### src/bridge_pkg.sv
package bridge_pkg;

    localparam int LINE_WORDS    = 4;
    localparam int LINE_OFS_BITS = 4;   // 16 bytes per line
    localparam int ID_BITS       = 4;

    // transaction ids, one per requester
    localparam logic [ID_BITS-1:0] ID_ICACHE   = 4'd0;
    localparam logic [ID_BITS-1:0] ID_DCACHE   = 4'd1;
    localparam logic [ID_BITS-1:0] ID_UNCACHED = 4'd2;

    localparam logic [3:0] LEN_LINE   = 4'd3;   // four-beat INCR
    localparam logic [3:0] LEN_SINGLE = 4'd0;
    localparam logic [2:0] SIZE_WORD  = 3'd2;   // 4 bytes per beat

    typedef logic [31:0]               addr_t;
    typedef logic [31:0]               word_t;
    typedef word_t [LINE_WORDS-1:0]    line_t;  // word 0 at the low end
    typedef logic [31:LINE_OFS_BITS]   line_addr_t;
    typedef logic [ID_BITS-1:0]        axi_id_t;
    typedef logic [3:0]                axi_len_t;
    typedef logic [2:0]                axi_size_t;
    typedef logic [3:0]                strb_t;

    typedef struct packed {
        logic  req;
        addr_t addr;
    } line_rd_req_t;

    typedef struct packed {
        logic      req;
        addr_t     addr;
        axi_size_t size;
    } word_rd_req_t;

    typedef struct packed {
        logic  req;
        addr_t addr;
        line_t data;
    } line_wr_req_t;

    typedef struct packed {
        logic  req;
        addr_t addr;
        strb_t strb;
        word_t data;
    } word_wr_req_t;

    typedef struct packed {
        logic      valid;
        axi_id_t   id;
        addr_t     addr;
        axi_len_t  len;
        axi_size_t size;
    } axi_ar_t;

    // write address carries the same fields as read address
    typedef axi_ar_t axi_aw_t;

    typedef struct packed {
        logic    valid;
        axi_id_t id;
        word_t   data;
        logic    last;
    } axi_r_t;

    typedef struct packed {
        logic    valid;
        axi_id_t id;
        word_t   data;
        strb_t   strb;
        logic    last;
    } axi_w_t;

    typedef struct packed {
        logic    valid;
        axi_id_t id;
    } axi_b_t;

    typedef struct packed {
        logic       busy;
        line_addr_t line;
    } wr_pending_t;

endpackage

### src/read_channel_ctrl.sv
`timescale 1ns/100ps

module read_channel_ctrl (
    input  logic                     aclk,
    input  logic                     rst,
    input  bridge_pkg::line_rd_req_t icache_rd,
    input  bridge_pkg::line_rd_req_t dcache_rd,
    input  bridge_pkg::word_rd_req_t uncached_rd,
    input  bridge_pkg::wr_pending_t  wr_pending,
    input  logic                     arready,
    input  bridge_pkg::axi_r_t       r,
    output bridge_pkg::axi_ar_t      ar,
    output logic                     rready,
    output logic                     icache_rd_rdy,
    output logic                     icache_ret_valid,
    output logic                     dcache_rd_rdy,
    output logic                     dcache_ret_valid,
    output logic                     uncached_rd_rdy,
    output logic                     uncached_ret_valid,
    output bridge_pkg::line_t        line_data,
    output bridge_pkg::word_t        word_data
);

    typedef enum logic [1:0] {
        RD_IDLE,
        RD_ADDR,
        RD_DATA
    } rd_state_e;

    rd_state_e             state;
    logic                  dcache_go;
    logic                  uncached_go;
    logic                  icache_go;
    logic                  ar_done;
    logic                  beat_take;
    logic                  last_take;
    logic [1:0]            beat;
    bridge_pkg::axi_id_t   cur_id;
    bridge_pkg::addr_t     cur_addr;
    bridge_pkg::axi_len_t  cur_len;
    bridge_pkg::axi_size_t cur_size;
    bridge_pkg::line_t     line_buf;

    // true while a write to the same line is still outstanding
    function automatic logic line_blocked(
        input bridge_pkg::addr_t       a,
        input bridge_pkg::wr_pending_t p
    );
        return p.busy && (a[31:bridge_pkg::LINE_OFS_BITS] == p.line);
    endfunction

    function automatic bridge_pkg::addr_t line_base(input bridge_pkg::addr_t a);
        return {a[31:bridge_pkg::LINE_OFS_BITS], {bridge_pkg::LINE_OFS_BITS{1'b0}}};
    endfunction

    assign dcache_go   = dcache_rd.req && !line_blocked(dcache_rd.addr, wr_pending);
    assign uncached_go = uncached_rd.req && !line_blocked(uncached_rd.addr, wr_pending);
    assign icache_go   = icache_rd.req && !line_blocked(icache_rd.addr, wr_pending);

    assign ar_done   = (state == RD_ADDR) && arready;
    assign beat_take = (state == RD_DATA) && r.valid && (r.id == cur_id);
    assign last_take = beat_take && r.last;

    always_ff @(posedge aclk) begin
        if (rst) begin
            state <= RD_IDLE;
        end else begin
            case (state)
                RD_IDLE: begin
                    if (dcache_go || uncached_go || icache_go) begin
                        state <= RD_ADDR;
                    end
                end
                RD_ADDR: begin
                    if (arready) begin
                        state <= RD_DATA;
                    end
                end
                RD_DATA: begin
                    if (last_take) begin
                        state <= RD_IDLE;
                    end
                end
                default: state <= RD_IDLE;
            endcase
        end
    end

    // winner capture in idle, beat gathering during data
    always_ff @(posedge aclk) begin
        if (state == RD_IDLE) begin
            beat <= '0;
            if (dcache_go) begin
                cur_id   <= bridge_pkg::ID_DCACHE;
                cur_addr <= line_base(dcache_rd.addr);
                cur_len  <= bridge_pkg::LEN_LINE;
                cur_size <= bridge_pkg::SIZE_WORD;
            end else if (uncached_go) begin
                cur_id   <= bridge_pkg::ID_UNCACHED;
                cur_addr <= uncached_rd.addr;
                cur_len  <= bridge_pkg::LEN_SINGLE;
                cur_size <= uncached_rd.size;
            end else if (icache_go) begin
                cur_id   <= bridge_pkg::ID_ICACHE;
                cur_addr <= line_base(icache_rd.addr);
                cur_len  <= bridge_pkg::LEN_LINE;
                cur_size <= bridge_pkg::SIZE_WORD;
            end
        end else if (beat_take) begin
            line_buf[beat] <= r.data;
            beat           <= beat + 2'd1;
        end
    end

    // one-cycle return pulse after the last beat
    always_ff @(posedge aclk) begin
        if (rst) begin
            icache_ret_valid   <= 1'b0;
            dcache_ret_valid   <= 1'b0;
            uncached_ret_valid <= 1'b0;
        end else begin
            icache_ret_valid   <= last_take && (cur_id == bridge_pkg::ID_ICACHE);
            dcache_ret_valid   <= last_take && (cur_id == bridge_pkg::ID_DCACHE);
            uncached_ret_valid <= last_take && (cur_id == bridge_pkg::ID_UNCACHED);
        end
    end

    always_comb begin
        ar.valid = (state == RD_ADDR);
        ar.id    = cur_id;
        ar.addr  = cur_addr;
        ar.len   = cur_len;
        ar.size  = cur_size;
    end

    assign rready = (state == RD_DATA);

    assign icache_rd_rdy   = ar_done && (cur_id == bridge_pkg::ID_ICACHE);
    assign dcache_rd_rdy   = ar_done && (cur_id == bridge_pkg::ID_DCACHE);
    assign uncached_rd_rdy = ar_done && (cur_id == bridge_pkg::ID_UNCACHED);

    assign line_data = line_buf;
    assign word_data = line_buf[0];   // single beat lands in word 0

endmodule

### src/write_channel_ctrl.sv
`timescale 1ns/100ps

module write_channel_ctrl (
    input  logic                     aclk,
    input  logic                     rst,
    input  bridge_pkg::line_wr_req_t dcache_wr,
    input  bridge_pkg::word_wr_req_t uncached_wr,
    input  logic                     awready,
    input  logic                     wready,
    input  bridge_pkg::axi_b_t       b,
    output bridge_pkg::axi_aw_t      aw,
    output bridge_pkg::axi_w_t       w,
    output logic                     bready,
    output logic                     dcache_wr_rdy,
    output logic                     dcache_wr_valid,
    output logic                     uncached_wr_rdy,
    output logic                     uncached_wr_valid,
    output bridge_pkg::wr_pending_t  wr_pending
);

    typedef enum logic [1:0] {
        WR_IDLE,
        WR_ADDR,
        WR_DATA,
        WR_RESP
    } wr_state_e;

    wr_state_e            state;
    logic                 pick_any;
    logic                 aw_done;
    logic                 beat_take;
    logic                 beat_last;
    logic                 resp_take;
    logic [1:0]           beat;
    bridge_pkg::addr_t    pick_addr;
    bridge_pkg::axi_id_t  cur_id;
    bridge_pkg::addr_t    cur_addr;
    bridge_pkg::axi_len_t cur_len;
    bridge_pkg::strb_t    cur_strb;
    bridge_pkg::line_t    wbuf;

    // line write-back wins over uncached store
    assign pick_any  = dcache_wr.req || uncached_wr.req;
    assign pick_addr = dcache_wr.req ? dcache_wr.addr : uncached_wr.addr;

    assign aw_done   = (state == WR_ADDR) && awready;
    assign beat_last = (beat == cur_len[1:0]);
    assign beat_take = (state == WR_DATA) && wready;
    assign resp_take = (state == WR_RESP) && b.valid && (b.id == cur_id);

    always_ff @(posedge aclk) begin
        if (rst) begin
            state <= WR_IDLE;
        end else begin
            case (state)
                WR_IDLE: begin
                    if (pick_any) begin
                        state <= WR_ADDR;
                    end
                end
                WR_ADDR: begin
                    if (awready) begin
                        state <= WR_DATA;
                    end
                end
                WR_DATA: begin
                    if (beat_take && beat_last) begin
                        state <= WR_RESP;
                    end
                end
                WR_RESP: begin
                    if (resp_take) begin
                        state <= WR_IDLE;
                    end
                end
                default: state <= WR_IDLE;
            endcase
        end
    end

    always_ff @(posedge aclk) begin
        if (state == WR_IDLE) begin
            beat <= '0;
            if (dcache_wr.req) begin
                cur_id   <= bridge_pkg::ID_DCACHE;
                cur_addr <= {dcache_wr.addr[31:bridge_pkg::LINE_OFS_BITS],
                             {bridge_pkg::LINE_OFS_BITS{1'b0}}};
                cur_len  <= bridge_pkg::LEN_LINE;
                cur_strb <= 4'hf;
                wbuf     <= dcache_wr.data;
            end else if (uncached_wr.req) begin
                cur_id   <= bridge_pkg::ID_UNCACHED;
                cur_addr <= uncached_wr.addr;
                cur_len  <= bridge_pkg::LEN_SINGLE;
                cur_strb <= uncached_wr.strb;
                wbuf     <= {{(bridge_pkg::LINE_WORDS-1)*32{1'b0}}, uncached_wr.data};
            end
        end else if (beat_take) begin
            beat <= beat + 2'd1;
        end
    end

    // completion pulse one cycle after B
    always_ff @(posedge aclk) begin
        if (rst) begin
            dcache_wr_valid   <= 1'b0;
            uncached_wr_valid <= 1'b0;
        end else begin
            dcache_wr_valid   <= resp_take && (cur_id == bridge_pkg::ID_DCACHE);
            uncached_wr_valid <= resp_take && (cur_id == bridge_pkg::ID_UNCACHED);
        end
    end

    always_comb begin
        aw.valid = (state == WR_ADDR);
        aw.id    = cur_id;
        aw.addr  = cur_addr;
        aw.len   = cur_len;
        aw.size  = bridge_pkg::SIZE_WORD;
    end

    always_comb begin
        w.valid = (state == WR_DATA);
        w.id    = cur_id;
        w.data  = wbuf[beat];
        w.strb  = cur_strb;
        w.last  = beat_last;
    end

    assign bready = (state == WR_RESP);

    assign dcache_wr_rdy   = aw_done && (cur_id == bridge_pkg::ID_DCACHE);
    assign uncached_wr_rdy = aw_done && (cur_id == bridge_pkg::ID_UNCACHED);

    // the read side must already see the line on the cycle a write is taken
    always_comb begin
        if (state == WR_IDLE) begin
            wr_pending.busy = pick_any;
            wr_pending.line = pick_addr[31:bridge_pkg::LINE_OFS_BITS];
        end else begin
            wr_pending.busy = 1'b1;
            wr_pending.line = cur_addr[31:bridge_pkg::LINE_OFS_BITS];
        end
    end

endmodule

### src/axi_mem_bridge.sv
`timescale 1ns/100ps

module axi_mem_bridge (
    input  logic                     aclk,
    input  logic                     rst,

    // instruction cache
    input  bridge_pkg::line_rd_req_t icache_rd,
    output logic                     icache_rd_rdy,
    output logic                     icache_ret_valid,

    // data cache, refill and write-back
    input  bridge_pkg::line_rd_req_t dcache_rd,
    output logic                     dcache_rd_rdy,
    output logic                     dcache_ret_valid,
    input  bridge_pkg::line_wr_req_t dcache_wr,
    output logic                     dcache_wr_rdy,
    output logic                     dcache_wr_valid,

    // uncached word path
    input  bridge_pkg::word_rd_req_t uncached_rd,
    output logic                     uncached_rd_rdy,
    output logic                     uncached_ret_valid,
    input  bridge_pkg::word_wr_req_t uncached_wr,
    output logic                     uncached_wr_rdy,
    output logic                     uncached_wr_valid,

    output bridge_pkg::line_t        line_data,   // shared by both caches
    output bridge_pkg::word_t        word_data,

    // AXI master
    output bridge_pkg::axi_ar_t      ar,
    input  logic                     arready,
    input  bridge_pkg::axi_r_t       r,
    output logic                     rready,
    output bridge_pkg::axi_aw_t      aw,
    input  logic                     awready,
    output bridge_pkg::axi_w_t       w,
    input  logic                     wready,
    input  bridge_pkg::axi_b_t       b,
    output logic                     bready
);

    bridge_pkg::wr_pending_t wr_pending;   // line of the write in flight for the read hazard

    read_channel_ctrl i_read_channel_ctrl (
        .aclk               (aclk),
        .rst                (rst),
        .icache_rd          (icache_rd),
        .dcache_rd          (dcache_rd),
        .uncached_rd        (uncached_rd),
        .wr_pending         (wr_pending),
        .arready            (arready),
        .r                  (r),
        .ar                 (ar),
        .rready             (rready),
        .icache_rd_rdy      (icache_rd_rdy),
        .icache_ret_valid   (icache_ret_valid),
        .dcache_rd_rdy      (dcache_rd_rdy),
        .dcache_ret_valid   (dcache_ret_valid),
        .uncached_rd_rdy    (uncached_rd_rdy),
        .uncached_ret_valid (uncached_ret_valid),
        .line_data          (line_data),
        .word_data          (word_data)
    );

    write_channel_ctrl i_write_channel_ctrl (
        .aclk              (aclk),
        .rst               (rst),
        .dcache_wr         (dcache_wr),
        .uncached_wr       (uncached_wr),
        .awready           (awready),
        .wready            (wready),
        .b                 (b),
        .aw                (aw),
        .w                 (w),
        .bready            (bready),
        .dcache_wr_rdy     (dcache_wr_rdy),
        .dcache_wr_valid   (dcache_wr_valid),
        .uncached_wr_rdy   (uncached_wr_rdy),
        .uncached_wr_valid (uncached_wr_valid),
        .wr_pending        (wr_pending)
    );

endmodule

### config.mk
export PLATFORM = sky130hd
export DESIGN_NAME = axi_mem_bridge
export DESIGN_NICKNAME = d
export VERILOG_FILES = /design/src/bridge_pkg.sv /design/src/read_channel_ctrl.sv /design/src/write_channel_ctrl.sv /design/src/axi_mem_bridge.sv
export SDC_FILE = /design/constraint.sdc
export NUM_CORES = 1
export LEC_CHECK = 0
export BUFFER_PORTS_ARGS = -buffer_cell sky130_fd_sc_hd__buf_2
export CAP_MARGIN = 20
export CORE_AREA = 2 2 262 264
export DETAILED_ROUTE_END_ITERATION = 8
export DIE_AREA = 0 0 264 266
export GPL_ROUTABILITY_DRIVEN = 0
export MAX_ROUTING_LAYER = met4
export SETUP_SLACK_MARGIN = 0.05
export SLEW_MARGIN = 20
export SYNTH_ARGS = -nofsm -noshare
export SYNTH_HDL_FRONTEND = slang
export SYNTH_SLANG_ARGS = --single-unit
### constraint.sdc
create_clock -name aclk -period 8.15 [get_ports aclk]
set_input_delay 0.815 -clock aclk [delete_from_list [all_inputs] [get_ports aclk]]
set_output_delay 0.815 -clock aclk [all_outputs]
set_load 0.005 [all_outputs]
== After elaboration in Yosys (flattened, before gate mapping) ==
Cells that the tools add are included.

* Register bits after elaboration: 348
* Output and inout bits: 302
* Logic and storage cells: 129

* Add/subtract/negate cells: 2
* Magnitude comparators: 3
* Eq/ne operators: 22
* Mux-type cells: 32
* Bitwise operators: 1
* Reductions and logical operators: 42

{| class="wikitable"
|+ Operators with widths
! kind !! count
|-
| $mux 128 || 2
|-
| $mux 32 || 8
|-
| $bwmux 128 || 1
|-
| $eq 28x28->1 || 3
|-
| $bmux 32 s2 || 1
|-
| $demux 32 s2 || 1
|-
| $mux 29 || 1
|-
| $logic_and 1x1->1 || 26
|-
| $mux 2 || 13
|-
| $ne 2x1->1 const B || 7
|-
| $eq 2x2->1 const B || 5
|-
| $eq 2x1->1 const B || 4
|-
| $eq 4x2->1 || 2
|-
| $pmux 2 s4 || 1
|-
| $lt 2x3->1 const B || 2
|-
| $mux 3 || 2
|-
| $pmux 2 s3 || 1
|-
| $reduce_and 2->1 || 3
|-
| $add 2x1->2 const B || 2
|-
| $logic_not 2->1 || 2
|-
| $logic_not 4->1 || 1
|-
| $mux 4 || 1
|-
| $reduce_and 4->1 || 1
|-
| $logic_not 1->1 || 3
|-
| other kinds (7) || 9
|}

== Depth between registers and ports, before layout ==
* Depth in word-level cells: 10
* Depth in mapped cells: 17
* Mapped depth without buffers: 10

== By module ==
Synthesis repeated with hierarchy kept, for this count alone.

* Cell total of the unflattened synthesis: 955
* Area, all modules: 15250.9 µm²

{| class="wikitable"
|+ By module, submodules not included
! module !! instances !! cells each !! area each (µm²)
|-
| write_channel_ctrl || 1 || 481 || 8000.2
|-
| read_channel_ctrl || 1 || 474 || 7250.7
|}

== Least setup slack after synthesis ==
No wires, ideal clock.

* Path type: input-to-reg
* Start point: input port dcache_wr[160] in the netlist's numbering
* End point: register i_write_channel_ctrl.cur_addr[0] (enable)
* Setup time: 0.518 ns
* Arrival: 4.646 ns
* Setup slack: 2.986 ns
* Stages on the path: 5
* Buffers on the path: 3
* Cells stage by stage: buf_6 > buf_6 > buf_4 > o21ai_1 > inv_1

* Longest elaborated chain between the ends: 2

{| class="wikitable"
|+ Ends and longest elaborated chain
! what !! line !! RTL
|-
| from (decl) || axi_mem_bridge.sv:16 || <nowiki>input bridge_pkg::line_wr_req_t dcache_wr,</nowiki>
|-
| $reduce_bool 2->1 (no source line) || - ||
|-
| $reduce_and 2->1 (no source line) || - ||
|-
| to (signal assigned) || write_channel_ctrl.sv:86 || <nowiki>cur_addr <= {dcache_wr.addr[31:bridge_pkg::LINE_OFS_BITS],</nowiki>
|-
| to (signal assigned) || write_channel_ctrl.sv:93 || <nowiki>cur_addr <= uncached_wr.addr;</nowiki>
|-
| to (decl) || write_channel_ctrl.sv:37 || <nowiki>bridge_pkg::addr_t cur_addr;</nowiki>
|}

No other way between the ends.
A chain may end at the register's enable or synchronous reset.

== Final worst setup path ==
* Start point: input port dcache_wr[160] in the netlist's numbering
* End point: register i_read_channel_ctrl.cur_addr[5], data pin

* Longest elaborated chain between the ends: 8

{| class="wikitable"
|+ Ends and longest elaborated chain
! what !! line !! RTL
|-
| $mux 32 || write_channel_ctrl.sv:44 || <nowiki>assign pick_addr = dcache_wr.req ? dcache_wr.addr : uncached_wr.addr;</nowiki>
|-
| $mux 29 * || write_channel_ctrl.sv:137 || <nowiki>if (state == WR_IDLE) begin</nowiki>
|-
| $eq 28x28->1 || read_channel_ctrl.sv:49 || <nowiki>return p.busy && (a[31:bridge_pkg::LINE_OFS_BITS] == p.line);</nowiki>
|-
| $logic_and 1x1->1 || read_channel_ctrl.sv:49 ||
|-
| $logic_not 1->1 || read_channel_ctrl.sv:57 || <nowiki>assign uncached_go = uncached_rd.req && !line_blocked(uncached_rd.addr, wr_pending);</nowiki>
|-
| $logic_and 1x1->1 || read_channel_ctrl.sv:57 ||
|-
| $mux 32 || read_channel_ctrl.sv:98 || <nowiki>end else if (uncached_go) begin</nowiki>
|-
| $mux 32 * || read_channel_ctrl.sv:93 || <nowiki>if (dcache_go) begin</nowiki>
|-
| to (signal assigned) || read_channel_ctrl.sv:95 || <nowiki>cur_addr <= line_base(dcache_rd.addr);</nowiki>
|-
| to (signal assigned) || read_channel_ctrl.sv:100 || <nowiki>cur_addr <= uncached_rd.addr;</nowiki>
|-
| to (signal assigned) || read_channel_ctrl.sv:105 || <nowiki>cur_addr <= line_base(icache_rd.addr);</nowiki>
|-
| to (decl) || read_channel_ctrl.sv:39 || <nowiki>bridge_pkg::addr_t cur_addr;</nowiki>
|}

Mark *: on every way between the ends. The rest lies on a longest branch, timed or not.

==> run_results.csv <==
group,metric,value,unit
timing,rsz0062_at_grt,"false",
cts,insertion_delay,550,ps
cts,clock_sink_count,345,
setup_path,critical_path.reg2reg.endpoint,"i_read_channel_ctrl.cur_addr[5]",
grt,first_global_vias,12100,
setup_path,worst_flop_to_flop_path_startpoint,"i_write_channel_ctrl.state[1]",
logic_synthesis,cell_taking_the_most_area_after_synthesis,"edfxtp_1",
timing,worst_slew_slack_as_a_fraction_of_its_limit,28.0,%
drt,postRouteWirelength,55.5,mm
power_and_ir_drop,power.density,260,nW/um2
drt,antenna_left,0,
floorplan,io_pins,682,
final_layout,fill_cells,6872,
cts,hold_buffers_post_cts,0,
final_layout,num-nets-final,2148,
grt,largest_net_degree_at_the_start_of_global_routing,76,
setup_path,worst_setup_path_start_kind,"input port",
logic_synthesis,ys_seq_elements,345,
logic_synthesis,netlist.area_leader.share,61.9,%
timing,setup_total_negative_slack,0,ps
worst_hold_path,whs_endpoint,"i_write_channel_ctrl.uncached_wr_valid",
setup_path,critPathMaxStageDelay,900,ps
power_and_ir_drop,post-layout-total-power,5.57,mW
worst_hold_path,worst_hold_launch,"b[0]",
setup_path,cp_max_fo,75,
worst_hold_path,worstHoldPathType,"input port to register",
logic_synthesis,netlist_cell_types,67,
timing,fmax,0.191,GHz
cts,cts-htree-levels,2,
drt,drt_pre_antenna_iters,7,
final_layout,drive_gt1_share,46.0,%
floorplan,die_w,264,um
floorplan,initial_core_util,23.8,%
run,drv_cap,0,
timing,timing.final.ws_setup,2910,ps
grt,grt_util_all_layers,15.5,%
logic_synthesis,netlist_instances,1135,
cts,post_cts_resize_count,0,
cts,clk_transition_reported_paths,60,ps
timing,finalMaxSlewViolations,0,
logic_synthesis,postSynth.asyncResetShare,0,%
grt,initial_antenna_violation_count,8,
setup_path,crit_top_cell,"buf_4",
cts,postCtsSetupBuffers,0,
power_and_ir_drop,static-leakage-power,8.74,nW
logic_synthesis,synth.cell_area,16100,um2
logic_synthesis,synth-edff-count,332,
cts,clk_root_buffer_cell,"clkbuf_16",
setup_path,crit_path_cell_trace,"buf_6, buf_4, mux2i_1, and2_1, nor3_1, a2111oi_0, o2111ai_1, o31ai_4, buf_4, nor2_1, a21oi_1",
logic_synthesis,ys_top_cells_by_count,"edfxtp_1, and2_1, inv_1",
grt,wire_length_of_the_first_global_routing_pass,78.6,mm
placement,placed_wire_length_estimate,43.0,mm
placement,placed_cells,2600,
cts,tritoncts,"built",
setup_path,worst_ep_arrival_time,5530,ps
drt,avgViaCountPerCell,4.53,
logic_synthesis,ys_dominant_reg_cell,"edfxtp_1",
drt,via_count,12100,
logic_synthesis,post_synth.cell_area_avg,14.2,um2
final_layout,non_filler_cells_final,2680,
setup_path,worstSetupPathType,"input port to register",
setup_path,cp.required,8440,ps
drt,average_routed_wire_per_standard_cell,20.7,um
final_layout,sequential_cell_area,10200,um2
timing,min_period_over_period,64.3,%
setup_path,reg2reg_slack,3200,ps
floorplan,core,67700,um2
final_layout,areaGrowthSynthToFinish,32.7,%
logic_synthesis,synthesis.yosys.warnings,0,
floorplan,fp.dieArea,70200,um2
logic_synthesis,synth_area_leaders,"edfxtp_1, mux4_2, and2_1",
cts,cts_inserted_buffers,39,
drt,route.detailed.drc,0,
drt,first_iter_violations,1471,
logic_synthesis,synth_seq_area_share,63.5,%
power_and_ir_drop,irDropWorstVdd,125,uV
timing,total_count_of_hold_check_failures_in_the_final_report,0,
grt,grt_overflow,0,
timing,setup_viol,0,
timing,max_slew.worst_pin.slew,1080,ps
setup_path,cp-end-kind,"register",
timing,final.min_clock_period,5240,ps
timing,fin_skew,18.8,ps
floorplan,rows,96,
placement,placement.io_buffers,656,
worst_hold_path,hold-path-cell-count,2,
final_layout,multi_input_comb_area,5060,um2
setup_path,critical-path-slowest-cell,"a2111oi_0",
cts,clock_tree.buffer_depth,3,
outcome,status,"completed",
setup_path,reg2reg_depth,11,
placement,post-place-ws,2590,ps
floorplan,height_of_the_die,266,um
logic_synthesis,yosys.cell_count.top_type,"edfxtp_1",
[final cells by class]
cell class	count	area share [%]
clock inverters	25	1.16
inverters	69	1.23
well taps	882	5.16
repair buffers	671	15.9
flip-flops and latches	345	47.9
diodes	8	0.0936
clock buffers	47	4.90
multi-input cells	633	23.7
[stage by stage]
| stage | area (um2) | utilization, % | hold slack (ps) |
|---|---|---|---|
| final | 21400 | 31.6 | 477 |
| after global routing | 21400 | 31.6 | 441 |
| after CTS | 21400 | 31.5 | 430 |
| after detailed placement | 20100 | 29.6 | 533 |
| after global placement | 20100 | 29.6 | 519 |
| after floorplan | 16200 | - | 500 |
[cells in the final DEF (no fill, tap or decap), types with 15 or more instances in the layout]
master,n
buf_2,655
mux2i_1,57
clkbuf_16,41
mux2_2,37
xor2_1,31
mux4_2,32
edfxtp_1,332
inv_1,63
nand3_1,23
and2_1,109
buf_4,15
nor2_1,61
a21oi_1,49
xnor2_1,41
[sequential cells by signal, indices dropped and copies added, names as in the netlist, 2 cells and up]
register / cells
i_write_channel_ctrl.wbuf: 128
i_write_channel_ctrl.cur_strb: 4
i_read_channel_ctrl.beat: 2
i_read_channel_ctrl.state: 2
i_read_channel_ctrl.cur_addr: 32
i_read_channel_ctrl.cur_id: 2
i_read_channel_ctrl.cur_size: 3
i_read_channel_ctrl.word_data: 32
i_write_channel_ctrl.cur_addr: 32
i_read_channel_ctrl.line_data: 96
i_write_channel_ctrl.beat: 2
i_write_channel_ctrl.state: 2
[cells by family (layout without fill, tap and decap cells)]
group | Yosys count | in the layout | synth area share [%]
compound gates | 140 | 140 | 6.10
fa+ha+maj | 9 | 9 | 0.699
xor+xnor | 72 | 72 | 3.91
buf+inv | 168 | 812 | 5.50
flops | 345 | 345 | 63.5
simple gates | 268 | 268 | 9.14
mux | 131 | 131 | 11.1
other cells | 2 | 21 | 0.0466
[worst max-delay path, delay by kind of cell]
kind                   cells  cell delay [ps]
and+or+nand+nor            3              570
muxes                      1              520
AOI/OAI and AO/OA          4             2050
buffers and inverters      3             1520
[power breakdown]
part	total (mW)	switching [mW]	internal, mW
Clock	1.79	0.735	1.05
Combinational	1.32	0.828	0.493
Sequential	2.46	0.129	2.33
[how the worst max path moves through the flow]
stage                              start                          endpoint  depth (start not counted)
after CTS                 dcache_wr[160]   i_read_channel_ctrl.cur_addr[1]                         12
after detailed placement  dcache_wr[160]   i_read_channel_ctrl.cur_addr[1]                         12
after global routing      dcache_wr[160]   i_read_channel_ctrl.cur_addr[4]                         10
final                     dcache_wr[160]   i_read_channel_ctrl.cur_addr[5]                         11
after floorplan           dcache_wr[160]  i_write_channel_ctrl.cur_addr[0]                          5
after global placement    dcache_wr[160]   i_read_channel_ctrl.cur_addr[1]                         12
[per-layer routing]
| metal | GRT usage, % | part of all wire, % | vias to the layer above | wire length, um |
|---|---|---|---|---|
| li1 | - | - | 5420 | - |
| met1 | 18.6 | 39 | 5815 | 21600 |
| met2 | 25.1 | 48 | 796 | 26500 |
| met3 | 4.28 | 10 | 107 | 5740 |
| met4 | 5.08 | 3.0 | 0 | 1660 |
| met5 | - | 0 | - | 0 |
No activity file was read; power rests on OpenSTA's default activity.
